<file path="src/verilog/sdcmd_cfg.svh">
// Build-time sizing of the SD command-line card model, included by RTL and testbench alike
`ifndef SDCMD_CFG_SVH
`define SDCMD_CFG_SVH

// Depth of the execute command queue
// Decode starts with this many credits, so only a full queue drops a frame
`define SDCMD_CMD_CREDITS 2

// Relative card address published by CMD3
`define SDCMD_RCA_INIT 16'h1234

// Idle cycles between taking a response and driving its start bit
`define SDCMD_RSP_GAP 4

// Length of every command and response frame on the CMD line
// Start, transmission, 6 index, 32 argument, 7 CRC and the end bit
`define SDCMD_FRAME_BITS 48

`endif

</file>
<file path="src/verilog/sdcmd_pkg.sv">
// Shared types, enums and status bit positions of the SD command-line card model
`default_nettype none

package sdcmd_pkg;

    // Frame fields
    typedef logic [5:0]  cmd_idx_t;
    typedef logic [31:0] cmd_arg_t;
    typedef logic [6:0]  crc7_t;
    typedef logic [15:0] rca_t;

    // Bit position inside a 48-bit frame, also reused for the response gap
    typedef logic [5:0]  bit_cnt_t;

    // Card state as reported in status bits 12:9
    typedef enum logic [3:0] {
        CARD_IDLE  = 4'd0,
        CARD_READY = 4'd1,
        CARD_IDENT = 4'd2,
        CARD_STBY  = 4'd3
    } card_state_e;

    // Frame hunter in decode
    typedef enum logic {
        DEC_HUNT,
        DEC_RECV
    } dec_state_e;

    // Response sequencer in result
    typedef enum logic [1:0] {
        RES_IDLE,
        RES_GAP,
        RES_SEND
    } res_state_e;

    // Card status word layout
    localparam int STAT_CRC_ERR   = 23;
    localparam int STAT_ILLEGAL   = 22;
    localparam int STAT_STATE_LSB = 9;
    localparam int STAT_APP_CMD   = 5;

    // Command indices the card understands
    localparam cmd_idx_t CMD_GO_IDLE = 6'd0;
    localparam cmd_idx_t CMD_SET_RCA = 6'd3;
    localparam cmd_idx_t CMD_IF_COND = 6'd8;
    localparam cmd_idx_t CMD_STATUS  = 6'd13;
    localparam cmd_idx_t CMD_APP     = 6'd55;

endpackage

`default_nettype wire

</file>
<file path="src/verilog/sdcmd_if.sv">
// Credit-flow channels between decode, execute and result, bound together by the top level
`timescale 1ns/1ps
`default_nettype none

// Decoded command from decode to the execute queue
interface sdcmd_cmd_if import sdcmd_pkg::*; ();
    logic     valid;
    cmd_idx_t idx;
    cmd_arg_t arg;
    logic     crc_err;
    // One pulse per freed queue slot
    logic     credit;

    modport src (output valid, idx, arg, crc_err, input credit);
    modport dst (input valid, idx, arg, crc_err, output credit);
endinterface

// Built response from execute to the serializer
interface sdcmd_rsp_if import sdcmd_pkg::*; ();
    logic     valid;
    cmd_idx_t idx;
    cmd_arg_t payload;
    // Pulsed once the end bit of a response has left the card
    logic     credit;

    modport src (output valid, idx, payload, input credit);
    modport dst (input valid, idx, payload, output credit);
endinterface

`default_nettype wire

</file>
<file path="src/verilog/sdcmd_crc7.sv">
// Bit-serial CRC7 generator (x^7 + x^3 + 1), shared by the frame decoder and the serializer
`timescale 1ns/1ps
`default_nettype none

module sdcmd_crc7 import sdcmd_pkg::*; (
    input  logic  i_clk,
    input  logic  i_nrst,
    // Clear wins over shift
    input  logic  i_clear,
    input  logic  i_next,
    input  logic  i_dat,
    // Value with i_dat already folded in, so it can be latched on the last bit
    output crc7_t o_crc7
);

    crc7_t crc_q;
    crc7_t crc_n;
    logic  fb;

    // Top bit XOR data feeds taps 3 and 0
    always_comb begin
        fb    = crc_q[6] ^ i_dat;
        crc_n = {crc_q[5:3], crc_q[2] ^ fb, crc_q[1:0], fb};
    end

    assign o_crc7 = crc_n;

    always_ff @(posedge i_clk or negedge i_nrst) begin
        if (!i_nrst) begin
            crc_q <= '0;
        end else if (i_clear) begin
            crc_q <= '0;
        end else if (i_next) begin
            crc_q <= crc_n;
        end
    end

endmodule

`default_nettype wire

</file>
<file path="src/verilog/sdcmd_decode.sv">
// CMD line deserializer that frames commands, checks their CRC7 and pushes them under credit
`timescale 1ns/1ps
`default_nettype none

`include "sdcmd_cfg.svh"

module sdcmd_decode import sdcmd_pkg::*; (
    input  logic     i_clk,
    input  logic     i_nrst,
    input  logic     i_cmd_en,
    input  logic     i_cmd_bit,
    output logic     o_overrun,
    sdcmd_cmd_if.src cmd
);

    localparam int       CRED_W  = $clog2(`SDCMD_CMD_CREDITS + 1);
    localparam bit_cnt_t END_POS = bit_cnt_t'(`SDCMD_FRAME_BITS - 1);
    // First CRC bit of the frame, everything before it is covered
    localparam bit_cnt_t CRC_POS = bit_cnt_t'(`SDCMD_FRAME_BITS - 8);
    localparam bit_cnt_t LAT_POS = bit_cnt_t'(`SDCMD_FRAME_BITS - 9);

    dec_state_e        state_q;
    bit_cnt_t          pos_q;
    // Bits 1 to 46 of the frame, transmission bit on top
    logic [45:0]       sh_q;
    crc7_t             crc_calc;
    crc7_t             crc_lat_q;
    logic [CRED_W-1:0] cred_q;
    logic              end_now;
    logic              has_cred;
    logic              push_now;

    // The start bit is zero and leaves a cleared CRC unchanged, so feeding begins at bit 1
    sdcmd_crc7 u_crc7 (
        .i_clk   (i_clk),
        .i_nrst  (i_nrst),
        .i_clear (state_q == DEC_HUNT),
        .i_next  (state_q == DEC_RECV && i_cmd_en && pos_q < CRC_POS),
        .i_dat   (i_cmd_bit),
        .o_crc7  (crc_calc)
    );

    assign end_now = (state_q == DEC_RECV) && i_cmd_en && (pos_q == END_POS);

    // A credit returning in this very cycle is good enough to push
    assign has_cred = (cred_q != '0) || cmd.credit;

    // Response frames seen on the line (transmission bit 0) are ignored
    assign push_now = end_now && sh_q[45] && has_cred;

    always_ff @(posedge i_clk or negedge i_nrst) begin
        if (!i_nrst) begin
            state_q   <= DEC_HUNT;
            pos_q     <= '0;
            cred_q    <= CRED_W'(`SDCMD_CMD_CREDITS);
            cmd.valid <= 1'b0;
            o_overrun <= 1'b0;
        end else begin
            cmd.valid <= push_now;
            o_overrun <= end_now && sh_q[45] && !has_cred;

            // Spend on push, regain on credit, both together cancel
            if (push_now && !cmd.credit) begin
                cred_q <= cred_q - 1'b1;
            end else if (!push_now && cmd.credit) begin
                cred_q <= cred_q + 1'b1;
            end

            if (i_cmd_en) begin
                case (state_q)
                    DEC_HUNT: begin
                        // Line idles high, the first low bit opens a frame
                        if (!i_cmd_bit) begin
                            state_q <= DEC_RECV;
                            pos_q   <= bit_cnt_t'(1);
                        end
                    end
                    DEC_RECV: begin
                        pos_q <= pos_q + 1'b1;
                        if (pos_q == END_POS) begin
                            state_q <= DEC_HUNT;
                        end
                    end
                    default: state_q <= DEC_HUNT;
                endcase
            end
        end
    end

    // Frame payload and the command fields it produces
    always_ff @(posedge i_clk) begin
        if (state_q == DEC_RECV && i_cmd_en) begin
            sh_q <= {sh_q[44:0], i_cmd_bit};
        end
        // Hold the computed CRC once the last covered bit has gone through
        if (state_q == DEC_RECV && i_cmd_en && pos_q == LAT_POS) begin
            crc_lat_q <= crc_calc;
        end
        if (end_now) begin
            cmd.idx     <= sh_q[44:39];
            cmd.arg     <= sh_q[38:7];
            // Bad CRC or a missing end bit both count as a CRC error
            cmd.crc_err <= (sh_q[6:0] != crc_lat_q) || !i_cmd_bit;
        end
    end

endmodule

`default_nettype wire

</file>
<file path="src/verilog/sdcmd_execute.sv">
// Command queue and card state machine that turns decoded commands into R1, R6 and R7 responses
`timescale 1ns/1ps
`default_nettype none

`include "sdcmd_cfg.svh"

module sdcmd_execute import sdcmd_pkg::*; (
    input  logic     i_clk,
    input  logic     i_nrst,
    sdcmd_cmd_if.dst cmd,
    sdcmd_rsp_if.src rsp
);

    localparam int DEPTH = `SDCMD_CMD_CREDITS;
    localparam int PTR_W = (DEPTH > 1) ? $clog2(DEPTH) : 1;
    localparam int CNT_W = $clog2(DEPTH + 1);

    // Queue storage
    cmd_idx_t   q_idx [DEPTH];
    cmd_arg_t   q_arg [DEPTH];
    logic       q_err [DEPTH];
    logic [PTR_W-1:0] wr_ptr;
    logic [PTR_W-1:0] rd_ptr;
    logic [CNT_W-1:0] q_cnt;

    // Card registers
    card_state_e card_q;
    rca_t        rca_q;
    logic        crc_flag_q;
    logic        ill_flag_q;
    logic        rsp_cred;

    // Next values worked out from the queue head
    cmd_idx_t    hd_idx;
    cmd_arg_t    hd_arg;
    card_state_e card_n;
    rca_t        rca_n;
    logic        crc_flag_n;
    logic        ill_flag_n;
    logic        app_flag_n;
    logic        rsp_go;
    cmd_arg_t    stat;
    cmd_arg_t    payload_c;
    logic        pop;

    assign hd_idx = q_idx[rd_ptr];
    assign hd_arg = q_arg[rd_ptr];

    // Every pop waits for the response slot, even when nothing will be answered
    assign pop = (q_cnt != '0) && rsp_cred;

    always_comb begin
        card_n     = card_q;
        rca_n      = rca_q;
        crc_flag_n = crc_flag_q;
        ill_flag_n = ill_flag_q;
        // Only CMD55 keeps the app flag alive
        app_flag_n = 1'b0;
        rsp_go     = 1'b0;
        payload_c  = '0;

        if (!q_err[rd_ptr] && hd_idx == CMD_APP) begin
            app_flag_n = 1'b1;
        end

        // Card status as it stands before this command
        stat                                         = '0;
        stat[STAT_CRC_ERR]                           = crc_flag_q;
        stat[STAT_ILLEGAL]                           = ill_flag_q;
        stat[STAT_STATE_LSB +: $bits(card_state_e)]  = card_q;
        stat[STAT_APP_CMD]                           = app_flag_n;

        if (q_err[rd_ptr]) begin
            crc_flag_n = 1'b1;
        end else begin
            case (hd_idx)
                CMD_GO_IDLE: begin
                    card_n     = CARD_IDLE;
                    rca_n      = '0;
                    crc_flag_n = 1'b0;
                    ill_flag_n = 1'b0;
                end
                CMD_IF_COND: begin
                    // R7 echoes voltage and check pattern
                    rsp_go    = 1'b1;
                    payload_c = {20'd0, hd_arg[11:0]};
                end
                CMD_SET_RCA: begin
                    // R6 packs the new address over a shortened status
                    rsp_go     = 1'b1;
                    rca_n      = `SDCMD_RCA_INIT;
                    card_n     = CARD_STBY;
                    payload_c  = {rca_n, stat[23], stat[22], stat[19], stat[12:0]};
                    crc_flag_n = 1'b0;
                    ill_flag_n = 1'b0;
                end
                CMD_STATUS: begin
                    // Addressed command, another card's RCA gets silence
                    if (hd_arg[31:16] == rca_q) begin
                        rsp_go     = 1'b1;
                        payload_c  = stat;
                        crc_flag_n = 1'b0;
                        ill_flag_n = 1'b0;
                    end
                end
                CMD_APP: begin
                    rsp_go     = 1'b1;
                    payload_c  = stat;
                    crc_flag_n = 1'b0;
                    ill_flag_n = 1'b0;
                end
                default: ill_flag_n = 1'b1;
            endcase
        end
    end

    always_ff @(posedge i_clk or negedge i_nrst) begin
        if (!i_nrst) begin
            wr_ptr     <= '0;
            rd_ptr     <= '0;
            q_cnt      <= '0;
            card_q     <= CARD_IDLE;
            rca_q      <= '0;
            crc_flag_q <= 1'b0;
            ill_flag_q <= 1'b0;
            rsp_cred   <= 1'b1;
            cmd.credit <= 1'b0;
            rsp.valid  <= 1'b0;
        end else begin
            cmd.credit <= pop;
            rsp.valid  <= pop && rsp_go;

            if (cmd.valid) begin
                wr_ptr <= (wr_ptr == PTR_W'(DEPTH - 1)) ? '0 : wr_ptr + 1'b1;
            end
            if (cmd.valid && !pop) begin
                q_cnt <= q_cnt + 1'b1;
            end else if (!cmd.valid && pop) begin
                q_cnt <= q_cnt - 1'b1;
            end

            if (pop) begin
                rd_ptr     <= (rd_ptr == PTR_W'(DEPTH - 1)) ? '0 : rd_ptr + 1'b1;
                card_q     <= card_n;
                rca_q      <= rca_n;
                crc_flag_q <= crc_flag_n;
                ill_flag_q <= ill_flag_n;
            end

            // Single response in flight at a time, so spend and return never overlap
            if (pop && rsp_go) begin
                rsp_cred <= 1'b0;
            end else if (rsp.credit) begin
                rsp_cred <= 1'b1;
            end
        end
    end

    // Queue entries and the response payload
    always_ff @(posedge i_clk) begin
        if (cmd.valid) begin
            q_idx[wr_ptr] <= cmd.idx;
            q_arg[wr_ptr] <= cmd.arg;
            q_err[wr_ptr] <= cmd.crc_err;
        end
        if (pop && rsp_go) begin
            rsp.idx     <= hd_idx;
            rsp.payload <= payload_c;
        end
    end

endmodule

`default_nettype wire

</file>
<file path="src/verilog/sdcmd_result.sv">
// Response serializer that waits out the turnaround gap and drives a 48-bit frame with its CRC7
`timescale 1ns/1ps
`default_nettype none

`include "sdcmd_cfg.svh"

module sdcmd_result import sdcmd_pkg::*; (
    input  logic     i_clk,
    input  logic     i_nrst,
    sdcmd_rsp_if.dst rsp,
    output logic     o_rsp_en,
    output logic     o_rsp_bit
);

    localparam bit_cnt_t GAP_LAST = bit_cnt_t'(`SDCMD_RSP_GAP - 1);
    localparam bit_cnt_t END_POS  = bit_cnt_t'(`SDCMD_FRAME_BITS - 1);
    localparam bit_cnt_t CRC_POS  = bit_cnt_t'(`SDCMD_FRAME_BITS - 8);
    localparam bit_cnt_t LAT_POS  = bit_cnt_t'(`SDCMD_FRAME_BITS - 9);

    res_state_e  state_q;
    // Gap count while waiting, bit position while sending
    bit_cnt_t    cnt_q;
    // Start, transmission, index and payload, MSB leaves first
    logic [39:0] frame_q;
    crc7_t       crc_calc;
    crc7_t       crc_sh_q;
    logic        sending;

    assign sending = (state_q == RES_SEND);

    sdcmd_crc7 u_crc7 (
        .i_clk   (i_clk),
        .i_nrst  (i_nrst),
        .i_clear (!sending),
        .i_next  (sending && cnt_q < CRC_POS),
        .i_dat   (frame_q[39]),
        .o_crc7  (crc_calc)
    );

    // Header and payload, then the CRC, then the end bit
    assign o_rsp_en  = sending;
    assign o_rsp_bit = (cnt_q < CRC_POS) ? frame_q[39] :
                       (cnt_q < END_POS) ? crc_sh_q[6] : 1'b1;

    always_ff @(posedge i_clk or negedge i_nrst) begin
        if (!i_nrst) begin
            state_q    <= RES_IDLE;
            cnt_q      <= '0;
            rsp.credit <= 1'b0;
        end else begin
            rsp.credit <= sending && (cnt_q == END_POS);
            case (state_q)
                RES_IDLE: begin
                    if (rsp.valid) begin
                        state_q <= RES_GAP;
                        cnt_q   <= '0;
                    end
                end
                RES_GAP: begin
                    if (cnt_q == GAP_LAST) begin
                        state_q <= RES_SEND;
                        cnt_q   <= '0;
                    end else begin
                        cnt_q <= cnt_q + 1'b1;
                    end
                end
                RES_SEND: begin
                    // Slot goes back to execute with the end bit
                    if (cnt_q == END_POS) begin
                        state_q <= RES_IDLE;
                        cnt_q   <= '0;
                    end else begin
                        cnt_q <= cnt_q + 1'b1;
                    end
                end
                default: state_q <= RES_IDLE;
            endcase
        end
    end

    always_ff @(posedge i_clk) begin
        if (state_q == RES_IDLE && rsp.valid) begin
            // Transmission bit is 0 for card-to-host frames
            frame_q <= {1'b0, 1'b0, rsp.idx, rsp.payload};
        end else if (sending) begin
            frame_q <= {frame_q[38:0], 1'b0};
        end
        // Grab the CRC on the last covered bit, shift it out afterwards
        if (sending && cnt_q == LAT_POS) begin
            crc_sh_q <= crc_calc;
        end else if (sending) begin
            crc_sh_q <= {crc_sh_q[5:0], 1'b0};
        end
    end

endmodule

`default_nettype wire

</file>
<file path="src/verilog/sdcmd_top.sv">
// Top level of the SD card command-line model, wiring decode, execute and result together
`timescale 1ns/1ps
`default_nettype none

module sdcmd_top (
    input  logic i_clk,
    input  logic i_nrst,
    // Serial CMD line from the host, one sampled bit per enabled cycle
    input  logic i_cmd_en,
    input  logic i_cmd_bit,
    // Serial response, 48 enabled cycles per frame
    output logic o_rsp_en,
    output logic o_rsp_bit,
    output logic o_overrun
);

    sdcmd_cmd_if u_cmd_if ();
    sdcmd_rsp_if u_rsp_if ();

    sdcmd_decode u_decode (
        .i_clk     (i_clk),
        .i_nrst    (i_nrst),
        .i_cmd_en  (i_cmd_en),
        .i_cmd_bit (i_cmd_bit),
        .o_overrun (o_overrun),
        .cmd       (u_cmd_if.src)
    );

    sdcmd_execute u_execute (
        .i_clk  (i_clk),
        .i_nrst (i_nrst),
        .cmd    (u_cmd_if.dst),
        .rsp    (u_rsp_if.src)
    );

    sdcmd_result u_result (
        .i_clk     (i_clk),
        .i_nrst    (i_nrst),
        .rsp       (u_rsp_if.dst),
        .o_rsp_en  (o_rsp_en),
        .o_rsp_bit (o_rsp_bit)
    );

endmodule

`default_nettype wire

</file>
<file path="config.mk">
export PLATFORM = sky130hd
export DESIGN_NAME = sdcmd_top
export DESIGN_NICKNAME = d
export VERILOG_FILES = /design/src/verilog/sdcmd_pkg.sv /design/src/verilog/sdcmd_if.sv /design/src/verilog/sdcmd_crc7.sv /design/src/verilog/sdcmd_decode.sv /design/src/verilog/sdcmd_execute.sv /design/src/verilog/sdcmd_result.sv /design/src/verilog/sdcmd_top.sv
export VERILOG_INCLUDE_DIRS = /design/src /design/src/verilog
export SDC_FILE = /design/constraint.sdc
export NUM_CORES = 1
export LEC_CHECK = 0
export ABC_AREA = 1
export BUFFER_PORTS_ARGS = -buffer_cell sky130_fd_sc_hd__buf_2
export CAP_MARGIN = 20
export CORE_ASPECT_RATIO = 1.5
export CORE_UTILIZATION = 60
export CTS_CLUSTER_DIAMETER = 60
export DETAILED_ROUTE_END_ITERATION = 7
export PLACE_DENSITY = 0.73
export SYNTH_ARGS = -nofsm -noshare
export SYNTH_HDL_FRONTEND = slang
export SYNTH_SLANG_ARGS = --single-unit
</file>
<file path="constraint.sdc">
create_clock -name i_clk -period 5 [get_ports i_clk]
set_clock_uncertainty 0.05 [all_clocks]
set_input_delay 1 -clock i_clk [delete_from_list [all_inputs] [get_ports i_clk]]
set_output_delay 1 -clock i_clk [all_outputs]
set_load 0.02 [all_outputs]
</file>
======== Word-level counts from Yosys, hierarchy flattened ========
Memories as Yosys holds them, arrays and structs flattened.
Cells that the tools add are included.
storage, ports and cells
  memories kept ........................... 3
  RAM bits ................................ 78
  bits in registers ....................... 240
  word-level logic and storage cells ...... 164
  bits of input ports ..................... 4
  output and inout bits ................... 3
cells by class
  muxes and demuxes ....................... 45
  $lt $le $gt $ge ......................... 3
  equality and inequality tests ........... 21
  add/sub/neg operators ................... 8
  bitwise operators ....................... 7
  reduce and logical (&&, ||, !) cells .... 47
memory list
  name             depth  width  read ports  clocked after memory_dff  write ports  RTL line             text
  u_execute.q_arg  2      32     1           0                         1            sdcmd_execute.sv:20  cmd_arg_t q_arg [DEPTH];
  u_execute.q_idx  2      6      1           0                         1            sdcmd_execute.sv:19  cmd_idx_t q_idx [DEPTH];
  u_execute.q_err  2      1      1           0                         1            sdcmd_execute.sv:21  logic q_err [DEPTH];
operator list
  operator                                                                number
  32-bit one-hot mux with 4 select lines                                  1
  38-bit two-way mux                                                      2
  7-bit two-way mux                                                       6
  16-bit one-hot mux with 2 select lines                                  1
  6-bit equality test (second input constant)                             5
  24-bit two-way mux                                                      1
  6-bit two-way mux                                                       4
  1-bit logical AND                                                       18
  6-bit less-than comparator (second input constant)                      3
  6-bit one-hot mux with 3 select lines                                   1
  16-bit equality test                                                    1
  2-bit nonzero test                                                      8
  1-bit two-way mux                                                       15
  2-bit two-way mux                                                       7
  6-bit by 1-bit adder with 6-bit output (second input constant)          2
  6-bit by 2-bit equality test with 1-bit output (second input constant)  2
  6-bit by 4-bit equality test with 1-bit output (second input constant)  2
  6-bit one-hot mux with 2 select lines                                   1
  2-bit inequality test (second input constant)                           5
  3-bit AND reduction                                                     3
  4-bit one-hot mux with 2 select lines                                   1
  1-bit logical NOT                                                       7
  7-bit inequality test                                                   1
  6-bit logical NOT                                                       1
  18 further kinds                                                        33

======== Logic depth before layout (Yosys ltp) ========
  depth after elaboration ................. 8
  mapped depth ............................ 12
  depth with buffers taken out ............ 12

======== By module ========
From an unflattened synthesis, not the netlist that was laid out.
unflattened totals
  cell total of the unflattened synthesis .. 936
  area, all modules ....................... 11158.2 um^2
modules (own cells, without submodules)
  module         sequential area each (um^2)  area each (um^2)  instances  cells an instance
  sdcmd_execute  3044.2                       4244.1            1          356
  sdcmd_decode   3039.2                       3525.9            1          212
  sdcmd_result   1616.6                       2655.0            1          280
  sdcmd_crc7     175.2                        366.6             2          44

======== Worst setup path after synthesis ========
OpenSTA, ideal clock, no wires.
  path type ............................... input to register
  start ................................... in i_cmd_en
  end ..................................... reg u_decode.cred_q[1]
  required time ........................... 4868 ps
  path buffers ............................ 0
  slack ................................... 457 ps
  stages .................................. 10
  library setup time ...................... 82 ps
  arrival time ............................ 4411 ps
  cells stage by stage .................... nand2_1 -> inv_2 -> nand3_1 -> nor2_1 -> nand2_1 -> nor2_1 -> ha_1 -> a21oi_1 -> o21ai_0 -> xnor2_1
between the ends
  cells in the longest elaborated chain, start to end .. 7
  elaborated cells on any way between the ends .. 9
  classes of those cells .................. mux: 1; reduce/logical: 8
RTL lines
  what                                RTL line            text
  start, declared                     sdcmd_top.sv:9      input logic i_cmd_en,
  1-bit logical AND (*) (2 in a row)  sdcmd_decode.sv:43  assign end_now = (state_q == DEC_RECV) && i_cmd_en && (pos_q == END_POS);
  1-bit logical AND (*) (2 in a row)  sdcmd_decode.sv:49  assign push_now = end_now && sh_q[45] && has_cred;
  via u_decode.push_now               sdcmd_decode.sv:31  logic push_now;
  1-bit logical NOT                   sdcmd_decode.sv:65  end else if (!push_now && cmd.credit) begin
  1-bit logical AND                   sdcmd_decode.sv:65
  2-bit nonzero test (no line)        -
  end signal, assigned                sdcmd_decode.sv:55  cred_q <= CRED_W'(`SDCMD_CMD_CREDITS);
  end signal, assigned                sdcmd_decode.sv:64  cred_q <= cred_q - 1'b1;
  end signal, assigned                sdcmd_decode.sv:66  cred_q <= cred_q + 1'b1;
  end, declared                       sdcmd_decode.sv:28  logic [CRED_W-1:0] cred_q;
Mark *: on every way through the listed nets, which the timed path passes. The rest lies on a longest branch.
A chain may end at the register's enable or synchronous reset.

======== Worst setup path after layout ========
  start ................................... reg u_execute.rd_ptr
  end ..................................... reg u_execute.rsp.payload[14] (enable)
between the ends
  cells in the longest elaborated chain, start to end .. 6
  elaborated cells on any way between the ends .. 13
  classes of those cells .................. eq/ne: 5; mux: 3; reduce/logical: 2; memory: 3
RTL lines
  what                                                             RTL line              text
  start, declared                                                  sdcmd_execute.sv:23   logic [PTR_W-1:0] rd_ptr;
  start signal, assigned                                           sdcmd_execute.sv:143  rd_ptr <= (rd_ptr == PTR_W'(DEPTH - 1)) ? '0 : rd_ptr + 1'b1;
  memory read 2 x 32 bit or memory read 2 x 6 bit (tied branches)  -
  16-bit equality test, or another cell as far along               sdcmd_execute.sv:99   if (hd_arg[31:16] == rca_q) begin
  1-bit two-way mux or 3-bit OR reduction (tied branches)          -
  1-bit one-hot mux with 2 select lines                            sdcmd_execute.sv:76   case (hd_idx)
  1-bit two-way mux (*)                                            sdcmd_execute.sv:73   if (q_err[rd_ptr]) begin
  1-bit logical AND (*)                                            sdcmd_execute.sv:166  if (pop && rsp_go) begin
  end signal, assigned                                             sdcmd_execute.sv:168  rsp.payload <= payload_c;
  end, declared                                                    sdcmd_if.sv:26        modport src (output valid, idx, payload, input credit);
Mark *: on every way between the ends. The rest lies on a longest branch, timed or not.

==> impl_metrics.yaml <==
global_routing:
  grt_use_total: 0.194
  grt_pass1_vias: 5810
  overflow: 0
  antenna_found_initial: 0
  grt_pass1_wl_mm: 26.9
  grt_max_degree: 46
route:
  avgViaCountPerCell: 5.33
  drt.antenna.violating_nets: 0
  vias: 5561
  drt_wl_total_mm: 16.1
  wl_per_cell_um: 15.4
  drc: 0
  drt_first_pass_iters: 4
  drt_iter0_drc: 330
place:
  globalplace.congestion: 0.844
  dp_slack_ps: 2060
  io_buffers: 6
  place_hpwl_mm: 10.3
  dpl_cell_area_um2: 10700
floorplanning:
  ioPinCount: 7
  core_um2: 16900
  die-area_um2: 17900
  start_util: 0.617
  die_y_um: 163
  fp-row-count: 58
  dieWidth_um: 110
worst_setup_path:
  r2r_cells: 8
  critPathLaunchType: "flop"
  r2r_start: "u_execute.rd_ptr$_DFFE_PN0P_"
  crit_path_start: "u_execute.rd_ptr$_DFFE_PN0P_"
  critPathMaxFanout: 30
  endpoint_kind: "flop"
  r2r_slack_ps: 2050
  r2r_end: "u_execute.rsp.payload[14]$_SDFFCE_PP0P_"
  crit_arrival_ps: 3100
  crit_type: "reg -> reg"
  crit_path_end: "u_execute.rsp.payload[14]$_SDFFCE_PP0P_"
  required_ps: 5150
clock_tree:
  cts_setup_buffers: 0
  numClockSinks: 272
  clk_latency_ps: 510
  cts_root_buf: "clkbuf_16"
  cts_max_path_buffers: 3
  cts_buffers: 25
  path_clk_slew_ps: 70
  cts_hold_buffers: 0
  cts_tree: "built"
  htreeDepth: 1
  cts_resized: 0
min_path:
  hp-class: "in -> async"
synth:
  synth_top_area_cell: "edfxtp_1"
  syn_nets: 799
  yosys_warnings: 0
  seq_area_frac_synth: 0.760
  synth_top_area_frac: 0.651
  syn-cell-area_um2: 10400
  synth_common_cells: "edfxtp_1, nand2_1, inv_1"
  synth_most_common_cell: "edfxtp_1"
  syn_area_per_cell_um2: 13.3
  ys_ff_latch: 272
  synth_edf_count: 226
  postSynthCellCount: 786
  synth-async-reset-ratio: 0.162
  synth-main-ff-cell: "edfxtp_1"
  yosys.cell_types.count: 48
  synth.area.top_cells: "edfxtp_1, dfrtp_1, nand2_1"
power:
  p_leak_nw: 4.39
  power_density_nw_per_um2: 406
  peakVddDrop_v: 0.000438
cells_and_area:
  fill_cells: 1148
  drive_gt1_frac: 0.126
  final_area_um2: 11600
  num_antenna_cells: 0
  layout.nets: 828
  area_growth_pct: 10.8
timing:
  hold-worst-slack_ps: 326
  period_share: 0.591
  rsz0062_at_grt: "false"
  setup_violations: 0
  slew_headroom: 0.392
  worst_slew_pin_slew_ps: 905
  max_freq_mhz: 338
  timing.final.ws_setup_ps: 2050
  hold_viol_final: 0
  finalMaxSlewViolations: 0
  setup_tns_ps: 0
  layout_min_cycle_time_ps: 2950
outcome:
  status: "completed"
job:
  drv_cap: 0
state kept, by name, summed over array words and instances, names as in the netlist, 7 cells and up:
name,cells
u_result.crc_sh_q,7
u_decode.cmd.arg,28
u_result.frame_q,40
u_decode.crc_lat_q,7
u_execute.rsp.payload,17
u_decode.u_crc7.crc_q,7
u_decode.sh_q,46
u_execute.q_arg,56
u_result.u_crc7.crc_q,7
u_execute.q_idx,12
critical path, cell delays in order, from the launching register on:
cell	delay, ps
dfrtp_1	640
buf_4	430
nand2_1	140
a21boi_0	200
nand3_1	90
nand2_1	100
nand3_1	150
a21oi_2	500
buf_4	320
cell type report:
cell class / instances / area (um2) / area share
sequential: 272 / 7930 / 0.686
clock buffer: 32 / 692 / 0.0599
timing repair buffer: 15 / 110 / 0.00953
clock inverter: 13 / 123 / 0.0106
inverter: 86 / 325 / 0.0282
multi-input combinational: 415 / 2110 / 0.183
tap: 210 / 263 / 0.0227
worst min path at each step:
stage                                start                       endpoint  slack (ps)
3_5_place_dp   u_decode.sh_q[19]$_DFFE_PP_    u_decode.sh_q[20]$_DFFE_PP_         360
2_1_floorplan  u_decode.sh_q[19]$_DFFE_PP_    u_decode.sh_q[20]$_DFFE_PP_         350
3_3_place_gp   u_decode.sh_q[22]$_DFFE_PP_    u_decode.sh_q[23]$_DFFE_PP_         370
5_1_grt                             i_nrst  u_decode.pos_q[1]$_DFFE_PN0P_         320
4_1_cts        u_decode.sh_q[22]$_DFFE_PP_    u_decode.sh_q[23]$_DFFE_PP_         380
6_report                            i_nrst  u_decode.pos_q[1]$_DFFE_PN0P_         330
metal layers:
layer | routed length [um] | part of all wire | track usage
met5 | 0 | 0 | 0
met4 | 365 | 0.023 | 0.0673
met3 | 657 | 0.041 | 0.0343
met2 | 8710 | 0.54 | 0.356
met1 | 6330 | 0.39 | 0.226
placed cells by master (no fill, tap or decap), types with 12 or more instances in the layout:
cell       instances
nand2_1          179
edfxtp_1         226
o21ai_0           27
nor2_1            65
clkbuf_16         25
inv_1             81
nand3_1           24
dfrtp_1           42
nor2_2            12
nand2_2           14
report_power, final:
group | internal, mW | switching (mW) | leakage [nW]
clock network | 1.04 | 0.794 | 0.384
registers | 2.58 | 0.0721 | 2.57
logic | 0.0696 | 0.132 | 1.44
total | 3.69 | 0.998 | 4.39
through the flow:
stage	util	instances	power, mW
final	0.683	1043	4.69
after global routing	0.683	1043	4.87
after CTS	0.682	1042	4.74
after detailed placement	0.634	997	2.90
after global placement	0.634	997	2.87
after floorplan	-	786	2.82
cells by family after synthesis:
group	synth area share
AO/OA/AOI/OAI	0.0380
XOR/XNOR	0.0134
adder cells (fa/ha/maj)	0.0108
buffers and inverters	0.0379
flip-flops	0.760
multiplexers	0.00864
AND/OR/NAND/NOR	0.131
Power figures use the tool's default switching activity.
